===== src/logic/bridge_pkg.sv =====
package bridge_pkg;

   // ----------------------------------------
   // data widths
   // ----------------------------------------

   typedef logic [31:0] word_t;   // host side word
   typedef logic [7:0]  byte_t;   // stream / port B byte

   // byte lane inside a word
   // lane 0 is bits 7:0, address ends in 00 (little endian)
   typedef logic [1:0]  lane_t;

   // ----------------------------------------
   // dma engine states
   // ----------------------------------------

   typedef enum logic [1:0] {
      IDLE,    // waiting for a command
      READ,    // sram -> outbound stream
      WRITE    // inbound stream -> sram
   } dma_state_e;

endpackage


===== src/logic/wb_byte_if.sv =====
// 8-bit pipelined bus, dma to sram port B
// one transfer per cycle with cyc && stb, ack exactly one cycle later
interface wb_byte_if #(
   parameter int ABITS = 12           // byte address width
);

   logic                    cyc;      // bus cycle active
   logic                    stb;      // transfer strobe
   logic                    we;       // 1 = write
   logic [ABITS-1:0]        adr;      // byte address
   bridge_pkg::byte_t       dat_w;    // write data
   logic                    ack;      // one cycle after stb
   bridge_pkg::byte_t       dat_r;    // read data, valid with ack

   modport master (
      output cyc,
      output stb,
      output we,
      output adr,
      output dat_w,
      input  ack,
      input  dat_r
   );

   modport slave (
      input  cyc,
      input  stb,
      input  we,
      input  adr,
      input  dat_w,
      output ack,
      output dat_r
   );

endinterface


===== src/logic/byte_dma.sv =====
module byte_dma #(
   parameter int SBITS      = 10,
   parameter int LEN_BITS   = 8,
   parameter int FIFO_DEPTH = 4
) (
   input  logic                 a_clk_i,
   input  logic                 rst_i,

   // command channel
   input  logic                 cmd_valid_i,
   output logic                 cmd_ready_o,
   input  logic                 cmd_write_i,
   input  logic [SBITS+1:0]     cmd_addr_i,    // byte address
   input  logic [LEN_BITS-1:0]  cmd_len_i,     // byte count, 0 = nothing

   // outbound bytes
   output logic                 rd_valid_o,
   input  logic                 rd_ready_i,
   output bridge_pkg::byte_t    rd_data_o,

   // inbound bytes
   input  logic                 wr_valid_i,
   output logic                 wr_ready_o,
   input  bridge_pkg::byte_t    wr_data_i,

   output logic                 done_o,        // one-cycle pulse

   wb_byte_if.master            bus
);

   localparam int CW = $clog2(FIFO_DEPTH) + 1;

   bridge_pkg::dma_state_e  state_q;
   logic [SBITS-1:0]        word_q;            // next word address
   bridge_pkg::lane_t       lane_q;            // next lane
   logic [LEN_BITS-1:0]     issue_q;           // bytes left to strobe
   logic [LEN_BITS-1:0]     finish_q;          // bytes left to complete
   logic [CW-1:0]           inflight_q;        // reads strobed, not yet acked
   logic                    done_q;

   logic                    rd_stb;
   logic                    wr_stb;
   logic                    bus_stb;
   logic                    rd_ack;
   logic                    fifo_pop;
   logic                    fifo_empty;
   logic                    fifo_full;
   logic [CW-1:0]           fifo_count;
   logic [CW:0]             reserved;          // credits taken from the fifo

   // ----------------------------------------
   // strobe generation
   // ----------------------------------------

   assign reserved = {1'b0, inflight_q} + {1'b0, fifo_count};

   // read only while every byte in flight is sure of a fifo slot
   assign rd_stb = (state_q == bridge_pkg::READ) && (issue_q != '0)
                   && (reserved < (CW+1)'(FIFO_DEPTH));

   assign wr_ready_o = (state_q == bridge_pkg::WRITE) && (issue_q != '0);
   assign wr_stb     = wr_ready_o && wr_valid_i;    // byte goes out this cycle
   assign bus_stb    = rd_stb || wr_stb;
   assign rd_ack     = bus.ack && (state_q == bridge_pkg::READ);

   assign bus.cyc   = (state_q != bridge_pkg::IDLE);  // held for the command
   assign bus.stb   = bus_stb;
   assign bus.we    = (state_q == bridge_pkg::WRITE);
   assign bus.adr   = {word_q, lane_q};
   assign bus.dat_w = wr_data_i;

   assign cmd_ready_o = (state_q == bridge_pkg::IDLE);
   assign done_o      = done_q;

   // ----------------------------------------
   // state machine and counters
   // ----------------------------------------

   always_ff @(posedge a_clk_i) begin
      if (rst_i) begin
         state_q    <= bridge_pkg::IDLE;
         word_q     <= '0;
         lane_q     <= '0;
         issue_q    <= '0;
         finish_q   <= '0;
         inflight_q <= '0;
         done_q     <= 1'b0;
      end else begin
         done_q     <= 1'b0;
         inflight_q <= inflight_q + CW'(rd_stb) - CW'(rd_ack);

         if (bus_stb) begin
            issue_q        <= issue_q - 1'b1;
            {word_q, lane_q} <= {word_q, lane_q} + 1'b1;   // carries into word
         end

         case (state_q)
            bridge_pkg::IDLE: begin
               if (cmd_valid_i) begin
                  {word_q, lane_q} <= cmd_addr_i;
                  issue_q          <= cmd_len_i;
                  finish_q         <= cmd_len_i;
                  if (cmd_len_i == '0)
                     done_q <= 1'b1;                       // empty command
                  else if (cmd_write_i)
                     state_q <= bridge_pkg::WRITE;
                  else
                     state_q <= bridge_pkg::READ;
               end
            end
            bridge_pkg::READ: begin
               if (fifo_pop) begin                         // finished when consumed
                  finish_q <= finish_q - 1'b1;
                  if (finish_q == LEN_BITS'(1)) begin
                     done_q  <= 1'b1;
                     state_q <= bridge_pkg::IDLE;
                  end
               end
            end
            bridge_pkg::WRITE: begin
               if (bus.ack) begin                          // finished when acked
                  finish_q <= finish_q - 1'b1;
                  if (finish_q == LEN_BITS'(1)) begin
                     done_q  <= 1'b1;
                     state_q <= bridge_pkg::IDLE;
                  end
               end
            end
            default: state_q <= bridge_pkg::IDLE;
         endcase
      end
   end

   // ----------------------------------------
   // read data buffer
   // ----------------------------------------

   assign fifo_pop   = rd_valid_o && rd_ready_i;
   assign rd_valid_o = !fifo_empty;

   byte_fifo #(
      .DEPTH       (FIFO_DEPTH)
   ) u_rd_fifo (
      .a_clk_i     (a_clk_i),
      .rst_i       (rst_i),
      .push_i      (rd_ack),          // acked data cannot be stalled
      .push_data_i (bus.dat_r),
      .pop_i       (fifo_pop),
      .pop_data_o  (rd_data_o),
      .empty_o     (fifo_empty),
      .full_o      (fifo_full),
      .count_o     (fifo_count)
   );

   // credits taken never exceed the fifo slots
   credit_bound: assert property (@(posedge a_clk_i) disable iff (rst_i)
      reserved <= (CW+1)'(FIFO_DEPTH));

   // an acked byte always finds a free slot
   no_fifo_overflow: assert property (@(posedge a_clk_i) disable iff (rst_i)
      rd_ack |-> !fifo_full);

endmodule


===== src/logic/byte_fifo.sv =====
module byte_fifo #(
   parameter int DEPTH = 4                         // power of two
) (
   input  logic                     a_clk_i,
   input  logic                     rst_i,
   input  logic                     push_i,
   input  bridge_pkg::byte_t        push_data_i,
   input  logic                     pop_i,
   output bridge_pkg::byte_t        pop_data_o,    // head, valid when !empty_o
   output logic                     empty_o,
   output logic                     full_o,
   output logic [$clog2(DEPTH):0]   count_o
);

   localparam int AW = $clog2(DEPTH);

   bridge_pkg::byte_t   mem [DEPTH];
   logic [AW-1:0]       wr_ptr_q;                  // wraps at DEPTH
   logic [AW-1:0]       rd_ptr_q;
   logic [AW:0]         count_q;                   // occupancy

   // storage, no reset
   always_ff @(posedge a_clk_i) begin
      if (push_i)
         mem[wr_ptr_q] <= push_data_i;
   end

   always_ff @(posedge a_clk_i) begin
      if (rst_i) begin
         wr_ptr_q <= '0;
         rd_ptr_q <= '0;
         count_q  <= '0;
      end else begin
         if (push_i)
            wr_ptr_q <= wr_ptr_q + 1'b1;
         if (pop_i)
            rd_ptr_q <= rd_ptr_q + 1'b1;
         count_q <= count_q + (AW+1)'(push_i) - (AW+1)'(pop_i);
      end
   end

   assign pop_data_o = mem[rd_ptr_q];
   assign empty_o    = (count_q == '0);
   assign full_o     = (count_q == (AW+1)'(DEPTH));
   assign count_o    = count_q;

   // callers must respect the flags
   no_push_when_full: assert property (@(posedge a_clk_i) disable iff (rst_i)
      push_i |-> !full_o);

   no_pop_when_empty: assert property (@(posedge a_clk_i) disable iff (rst_i)
      pop_i |-> !empty_o);

endmodule


===== src/flat_wrapper.sv =====
// flat-port wrapper written by rule: the top's interface ports become plain ports
module byte_dma_flat 
#(
   parameter int SBITS      = 10,
   parameter int LEN_BITS   = 8,
   parameter int FIFO_DEPTH = 4
)
  (a_clk_i, rst_i, cmd_valid_i, cmd_ready_o, cmd_write_i, cmd_addr_i, cmd_len_i, rd_valid_o, rd_ready_i, rd_data_o, wr_valid_i, wr_ready_o, wr_data_i, done_o, bus_cyc, bus_stb, bus_we, bus_adr, bus_dat_w, bus_ack, bus_dat_r);
  wb_byte_if bus_i ();
  input  logic a_clk_i;
  input  logic rst_i;
  input  logic cmd_valid_i;
  output logic cmd_ready_o;
  input  logic cmd_write_i;
  input  logic [SBITS+1:0] cmd_addr_i;
  input  logic [LEN_BITS-1:0] cmd_len_i;
  output logic rd_valid_o;
  input  logic rd_ready_i;
  output bridge_pkg::byte_t rd_data_o;
  input  logic wr_valid_i;
  output logic wr_ready_o;
  input  bridge_pkg::byte_t wr_data_i;
  output logic done_o;
  output wire logic [$bits(bus_i.cyc)-1:0] bus_cyc;
  output wire logic [$bits(bus_i.stb)-1:0] bus_stb;
  output wire logic [$bits(bus_i.we)-1:0] bus_we;
  output wire logic [$bits(bus_i.adr)-1:0] bus_adr;
  output wire logic [$bits(bus_i.dat_w)-1:0] bus_dat_w;
  input wire logic [$bits(bus_i.ack)-1:0] bus_ack;
  input wire logic [$bits(bus_i.dat_r)-1:0] bus_dat_r;
  assign bus_cyc = bus_i.cyc;
  assign bus_stb = bus_i.stb;
  assign bus_we = bus_i.we;
  assign bus_adr = bus_i.adr;
  assign bus_dat_w = bus_i.dat_w;
  assign bus_i.ack = bus_ack;
  assign bus_i.dat_r = bus_dat_r;
  byte_dma #(.SBITS(SBITS), .LEN_BITS(LEN_BITS), .FIFO_DEPTH(FIFO_DEPTH)) u_core (.a_clk_i(a_clk_i), .rst_i(rst_i), .cmd_valid_i(cmd_valid_i), .cmd_ready_o(cmd_ready_o), .cmd_write_i(cmd_write_i), .cmd_addr_i(cmd_addr_i), .cmd_len_i(cmd_len_i), .rd_valid_o(rd_valid_o), .rd_ready_i(rd_ready_i), .rd_data_o(rd_data_o), .wr_valid_i(wr_valid_i), .wr_ready_o(wr_ready_o), .wr_data_i(wr_data_i), .done_o(done_o), .bus(bus_i));
endmodule

===== config.mk =====
export PLATFORM = sky130hd
export DESIGN_NAME = byte_dma_flat
export DESIGN_NICKNAME = d
export VERILOG_FILES = /design/src/logic/bridge_pkg.sv /design/src/logic/wb_byte_if.sv /design/src/logic/byte_dma.sv /design/src/logic/byte_fifo.sv /design/src/flat_wrapper.sv
export SDC_FILE = /design/constraint.sdc
export NUM_CORES = 1
export LEC_CHECK = 0
export BUFFER_PORTS_ARGS = -buffer_cell sky130_fd_sc_hd__buf_4
export CORE_ASPECT_RATIO = 1.75
export CORE_MARGIN = 5
export CORE_UTILIZATION = 50
export CTS_CLUSTER_SIZE = 8
export DETAILED_ROUTE_END_ITERATION = 8
export PLACE_DENSITY = 0.77
export SLEW_MARGIN = 5
export SYNTH_ARGS = -nofsm -noshare
export SYNTH_HDL_FRONTEND = slang
export SYNTH_SLANG_ARGS = --single-unit

===== constraint.sdc =====
create_clock -name a_clk_i -period 2.4 [get_ports a_clk_i]
set_clock_uncertainty 0.15 [all_clocks]
set_input_delay 0.24 -clock a_clk_i [delete_from_list [all_inputs] [get_ports a_clk_i]]
set_output_delay 0.24 -clock a_clk_i [all_outputs]
set_load 0.005 [all_outputs]

==> results of run 1 <==
## power by group through the flow
stage               registers (mW)  logic (mW)  clock network [mW]
floorplan                     1.75        1.32                   0
global placement              1.82        2.03                   0
detailed placement            1.83        2.10                   0
CTS                           1.81        2.15                1.56
global route                  1.87        2.52                1.62
finish                        1.83        2.29                1.54
## layout by cell type, fill, tap and decap left out, drive strengths merged, types with 4 or more instances in the layout
cell type    Yosys  final
inv             21     21
nor3             5      5
nor4             4      4
a31oi           12     12
or3              9      9
nand3           11     11
or4             16     16
o31ai           19     19
nand2           12     12
dfxtp           43     43
clkbuf          20     12
edfxtp          32     32
o311ai           8      8
xnor2            4      4
dlygate4sd3      0      9
a311oi           8      8
and3             9      9
nor2            28     28
buf             10     91
mux4             8      8
a21oi            7      7
o21ai           21     21
ha              19     19
## metrics by stage
step | TNS (ps) | setup WS, ps | instance area [sq um]
3_3_place_gp | 0 | 78.6 | 4450
5_1_grt | -404 | -76.4 | 5010
2_1_floorplan | 0 | 6.14 | 3830
4_1_cts | -1.78 | -1.78 | 4900
6_report | 0 | 1.03 | 5010
3_5_place_dp | -3.85 | -3.85 | 4450
## kinds of logic (layout without fill, tap and decap cells)
kind of cell             count (synthesis)  count (layout)  synth area share, %
multiplexers                            10              10                 5.26
buffers and inverters                   51             137                 5.85
AO/OA/AOI/OAI                           88              88                 16.0
flip-flops                              75              75                 47.9
AND/OR/NAND/NOR                        112             112                 16.1
adder cells (fa/ha/maj)                 21              21                 7.30
XOR/XNOR                                 7               7                 1.61
## repair_timing
item / CTS / global route
hold buffers: 9 / 0
pin swaps: 1 / 10
gates resized for setup: 1 / 23
endpoints found under the setup margin: 2 / 15
gates cloned: 0 / 0
buffers inserted: 1 / 3
endpoints found under the hold margin: 33 / 0
## worst min-delay path: stages
cell	delay, ps
buf_4	100
nand3_1	60
nand3_1	70
## flip-flops by register name, summed over array words and instances, names as in the netlist, named ones only
register,cells
u_core.u_rd_fifo.mem,32
u_core.word_q,10
u_core.finish_q,8
u_core.issue_q,8
u_core.inflight_q,3
u_core.u_rd_fifo.count_o,3
u_core.lane_q,2
u_core.state_q,2
u_core.u_rd_fifo.rd_ptr_q,2
u_core.u_rd_fifo.wr_ptr_q,2
u_core.done_o,1
## how the worst max path moves through the flow
| stage | to | cells after the start |
|---|---|---|
| floorplan | u_core.inflight_q[2]$_SDFF_PP0_ | 10 |
| global placement | u_core.inflight_q[2]$_SDFF_PP0_ | 11 |
| detailed placement | u_core.issue_q[0]$_SDFF_PP0_ | 9 |
| CTS | u_core.word_q[1]$_SDFF_PP0_ | 8 |
| global route | u_core.issue_q[7]$_SDFF_PP0_ | 8 |
| finish | u_core.inflight_q[2]$_SDFF_PP0_ | 11 |
## layout make-up
class | instances | area share, %
clock buffers | 12 | 4.92
multi-input cells | 238 | 37.2
well taps | 88 | 2.20
clock inverters | 4 | 1.97
inverters | 21 | 1.57
flip-flops and latches | 75 | 36.5
repair buffers | 100 | 15.6
## per-layer routing
layer	vias to the layer above	GRT usage, %
li1	1554	-
met1	1529	20.6
met2	101	36.6
met3	30	6.47
met4	0	8.91
met5	-	0
==> flow_summary.ini, run 1 <==
[setup_path]
cpMaxStageDelayCell = or3b_4
r2r_end = u_core.inflight_q[2]$_SDFF_PP0_
start_kind = flop
crit_path_max_incr_delay_ps = 380
regToRegStartpoint = u_core.issue_q[0]$_SDFF_PP0_
crit_type = flop to flop
path_cells = inv_2 -> ha_4 -> or3b_4 -> or2_4 -> and3_4 -> ha_4 -> inv_2 -> fa_2 -> xor2_2 -> xnor2_1 -> nor2_1
cp_max_fo = 4
critPathLaunch = u_core.issue_q[0]$_SDFF_PP0_
crit_family = simple AND/OR/NAND/NOR gates
r2r_slack_ps = 1
worstSetupEndpointType = flop
critical_path_buf_inv_count = 2
crit_arrival_ps = 2460
worst_ep_required_time_ps = 2460
reg2reg_depth = 11

[power]
combinationalPowerShare_pct = 40.4
peakVddDrop_mv = 0.701
cellInternalPower_mw = 3.75
pwr-share-seq_pct = 32.4
p_leak_nw = 1.94
p_sw_share_pct = 33.8
powerDensity_mw_per_mm2 = 1130
p_switching_mw = 1.91
p_clk_share_pct = 27.2
total_power_mw = 5.66

[yosys]
syn_nets = 428
synthFlopType = dfxtp_1
netlist_area_sq_mm = 0.00381
syn_inst = 364
synth_area_leaders = edfxtp_1 (25%), dfxtp_1 (23%), ha_1 (6.2%)
synth_top_area_share_pct = 25.2
seq_area_frac_synth_pct = 47.9
synth_warnings = 0
synth_top_cell_by_area = edfxtp_1
yosys.cell_count.top_type = dfxtp_1
synth_area_per_cell_sq_um = 10.5
synth_cell_type_count = 45
synthTopCellsByCount = dfxtp_1 (43), edfxtp_1 (32), nor2_1 (28)
synth_edf_count = 32
synth_seq_cells = 75
ys_async_sr_fraction_pct = 0

[grt]
grt_pass1_wl_um = 15600
grt_pass1_vias = 3215
antenna_found_initial = 0
grt_max_degree = 38
track_usage_pct = 20.1
overflow = 0

[detailed_routing]
detail_route.wl_per_cell_um = 17.8
num_vias = 3214
viasPerCell = 5.97
wl_um = 9600
drc = 0
wl_met1_um = 3360
top_layer_used = met4
dr.first_iter.drc_count = 146
wl_met2_um = 5400
wl_met3_um = 477
ant_nets = 0
drtPass1Iterations = 4

[layout]
multi_input_area_sq_mm = 0.00187
n_fill_cell = 560
layout-drive-gt1-share_pct = 30.2
finalNonFillerCells = 538
n_antenna_cell = 0
final_util_pct = 66.7
ff_latch_area_sq_mm = 0.00183
fin_nets = 509
syn2layout_area_growth_pct = 31.7

[sta]
hold_viol = 0
rsz0062_at_grt = yes
whs_ps = 24.7
finalMaxSlewViolations = 0
setup_viol = 0
min_period_ps = 2400
worstMarginPinSlew_ps = 646
max_clock_freq_ghz = 0.417
min_period_over_period_pct = 100
relSlewSlack_pct = 56.9

[flow_run]
maxCapViolations = 0

[min_path]
hold_depth = 3
hold_path_class = input port to flop
hold_end = u_core.issue_q[1]$_SDFF_PP0_
worstHoldStart = cmd_len_i[1]

[clock_network]
clkSinkCount = 75
numCtsBuffers = 9
cts.clk_slew.worst_paths_ps = 60
clockBufferDepth = 2
clk_root_buffer_cell = clkbuf_16
clock_latency_ps = 330
cts_tree = built
htree_levels = 3

[floorplanning]
dieArea_sq_mm = 0.00953
pin_count = 78
die_w_um = 76.0
initial_utilization_pct = 50.6
die_h_um = 125
placementRows = 42
core_area_sq_mm = 0.00751

[placed_design]
routabilityCongestion = 0.837
place_hpwl_um = 6910
dp_cells = 509
port_buffers = 61

[status]
outcome = finished, final reports clean
(Power assumes the default switching activity.)
==> run 2, diff against run 1 <==
--- a/config.mk
+++ b/config.mk
@@ -8,10 +8,12 @@
 export BUFFER_PORTS_ARGS = -buffer_cell sky130_fd_sc_hd__buf_4
 export CORE_ASPECT_RATIO = 1.75
 export CORE_MARGIN = 5
-export CORE_UTILIZATION = 50
+export CORE_UTILIZATION = 51
+export CTS_BUF_LIST = sky130_fd_sc_hd__clkbuf_8
 export CTS_CLUSTER_SIZE = 8
 export DETAILED_ROUTE_END_ITERATION = 8
-export PLACE_DENSITY = 0.77
+export HOLD_SLACK_MARGIN = 0.08
+export PLACE_DENSITY = 0.78
 export SLEW_MARGIN = 5
 export SYNTH_ARGS = -nofsm -noshare
 export SYNTH_HDL_FRONTEND = slang
==> run 2 against run 1 <==
Against the previous run: the run now ends with negative setup slack left; power down 9.3%; sequential power about the same; setup slack worse by 15 ps; utilization up 3.4 points; wire length up 3.8%; critical path type unchanged.
==> flow_summary.ini, run 2 (same netlist as run 1, synthesis figures left out) <==
[clock_network]
cts_tree = built
htree_levels = 3
clock_latency_ps = 350
numCtsBuffers = 9
cts.clk_slew.worst_paths_ps = 80
clockBufferDepth = 2
clkSinkCount = 75
clk_root_buffer_cell = clkbuf_8

[sta]
worst_slack_ps = -13.5
min_period_over_period_pct = 101
relSlewSlack_pct = 55.6
max_clock_freq_ghz = 0.414
min_period_ps = 2410
setup_viol = 1
hold_viol = 0
rsz0062_at_grt = yes
worstMarginPinSlew_ps = 666
finalMaxSlewViolations = 0

[placed_design]
port_buffers = 61
place_hpwl_um = 7000
routabilityCongestion = 0.853
place_area_sq_mm = 0.00443

[detailed_routing]
wl_um = 9970
viasPerCell = 5.95
drtPass1Iterations = 5
drc = 0
ant_nets = 0
detail_route.wl_per_cell_um = 18.0
num_vias = 3305
dr.first_iter.drc_count = 135

[min_path]
worstHoldStart = cmd_valid_i
hold_path_class = input port to flop

[layout]
syn2layout_area_growth_pct = 33.2
largest_reg_flops = 32
final_area_sq_mm = 0.00507
regMostFlops = u_core.u_rd_fifo.mem
layout_commonest_cell = buf_4
layout_common_cells = buf_4 (86), dfxtp_1 (38), edfxtp_1 (32)
largest_registers = u_core.u_rd_fifo.mem x32, u_core.word_q x10
layout-drive-gt1-share_pct = 29.9
fin_nets = 528
n_antenna_cell = 0
final_util_pct = 70.1

[power]
powerDensity_mw_per_mm2 = 1010
p_leak_nw = 1.96
peakVddDrop_mv = 0.571

[status]
outcome = finished with violations
failed_checks = negative setup slack

[setup_path]
worstSetupEndpointType = flop
crit_arrival_ps = 2520
cp_max_fo = 7
regToRegStartpoint = u_core.inflight_q[2]$_SDFF_PP0_
critPathLaunch = u_core.inflight_q[2]$_SDFF_PP0_
start_kind = flop
worst_ep_required_time_ps = 2510
crit_type = flop to flop

[grt]
track_usage_pct = 20.9
antenna_found_initial = 0
grt_pass1_wl_um = 15200
overflow = 0
grt_max_degree = 38
grt_pass1_vias = 3320

[floorplanning]
die_w_um = 75.3
dieArea_sq_mm = 0.00936
die_h_um = 124
pin_count = 78
placementRows = 41
initial_utilization_pct = 52.6
core_area_sq_mm = 0.00723

[flow_run]
maxCapViolations = 0
run 2: cell types whose count changed in the layout (fill, tap and decap cells not counted), sizes merged:
| cell | previous run | this run |
|---|---|---|
| dlygate4sd3 | 9 | 28 |
| clkbuf | 12 | 10 |
| inv | 21 | 22 |
| bufinv | 3 | 1 |
| clkinv | 1 | 2 |
| clkinvlp | 0 | 2 |
run 2: per-stage QoR:
stage | power [mW] | setup TNS [ps] | hold WS [ps] | setup slack, ps | std cells
floorplan | 3.07 | 0 | 189 | 6.14 | 364
global placement | 3.83 | 0 | 294 | 76.0 | 505
finish | 5.13 | -13.5 | 92.9 | -13.5 | 555
detailed placement | 3.90 | -9.01 | 294 | -9.01 | 505
CTS | 4.93 | 0 | 90.5 | 16.8 | 551
global route | 5.46 | -270 | 108 | -63.2 | 555
run 2: path summary, 6_finish.rpt:
path,endpoint,slack (ps),cells past startpoint
setup reg to reg,u_core.issue_q[6]$_SDFF_PP0_,-10,8
setup / recovery,u_core.issue_q[6]$_SDFF_PP0_,-10,8
hold / removal,u_core.done_o$_SDFF_PP0_,90,3
hold reg to reg,u_core.finish_q[7]$_SDFFE_PP0P_,350,2
run 2: cell type report:
class	instances	area [sq um]
clock buffer	10	138
clock inverter	6	57.6
multi-input combinational	238	1870
inverter	21	78.8
timing repair buffer	119	982
sequential	75	1830
tap	86	108
fill	522	2160
run 2: metal layers:
layer	wire length, um	track usage, %
met1	3500	20.5
met5	0	0
met3	483	3.63
met4	295	10.2
met2	5690	39.1
run 2: what timing repair did:
| action | 4_1_cts | 5_1_grt |
|---|---|---|
| hold endpoints to repair | 53 | 0 |
| resized for setup | 4 | 25 |
| hold buffers | 28 | 0 |
| setup buffers | 2 | 4 |
| endpoints found under the setup margin | 2 | 11 |
| pin swaps | 3 | 10 |
run 2: power breakdown:
part | switching (mW) | total (mW) | internal [mW]
Sequential | 0.259 | 1.83 | 1.57
Clock | 0.448 | 0.947 | 0.499
Combinational | 1.19 | 2.35 | 1.16
run 2: worst max-delay path, stage by stage, from the launching register on:
cell and delay (ps):
dfxtp_4 360, ha_4 240, nor4b_4 320, buf_4 170
a22oi_2 70, buf_6 170, buf_6 130, or4_1 460
a311oi_1 260
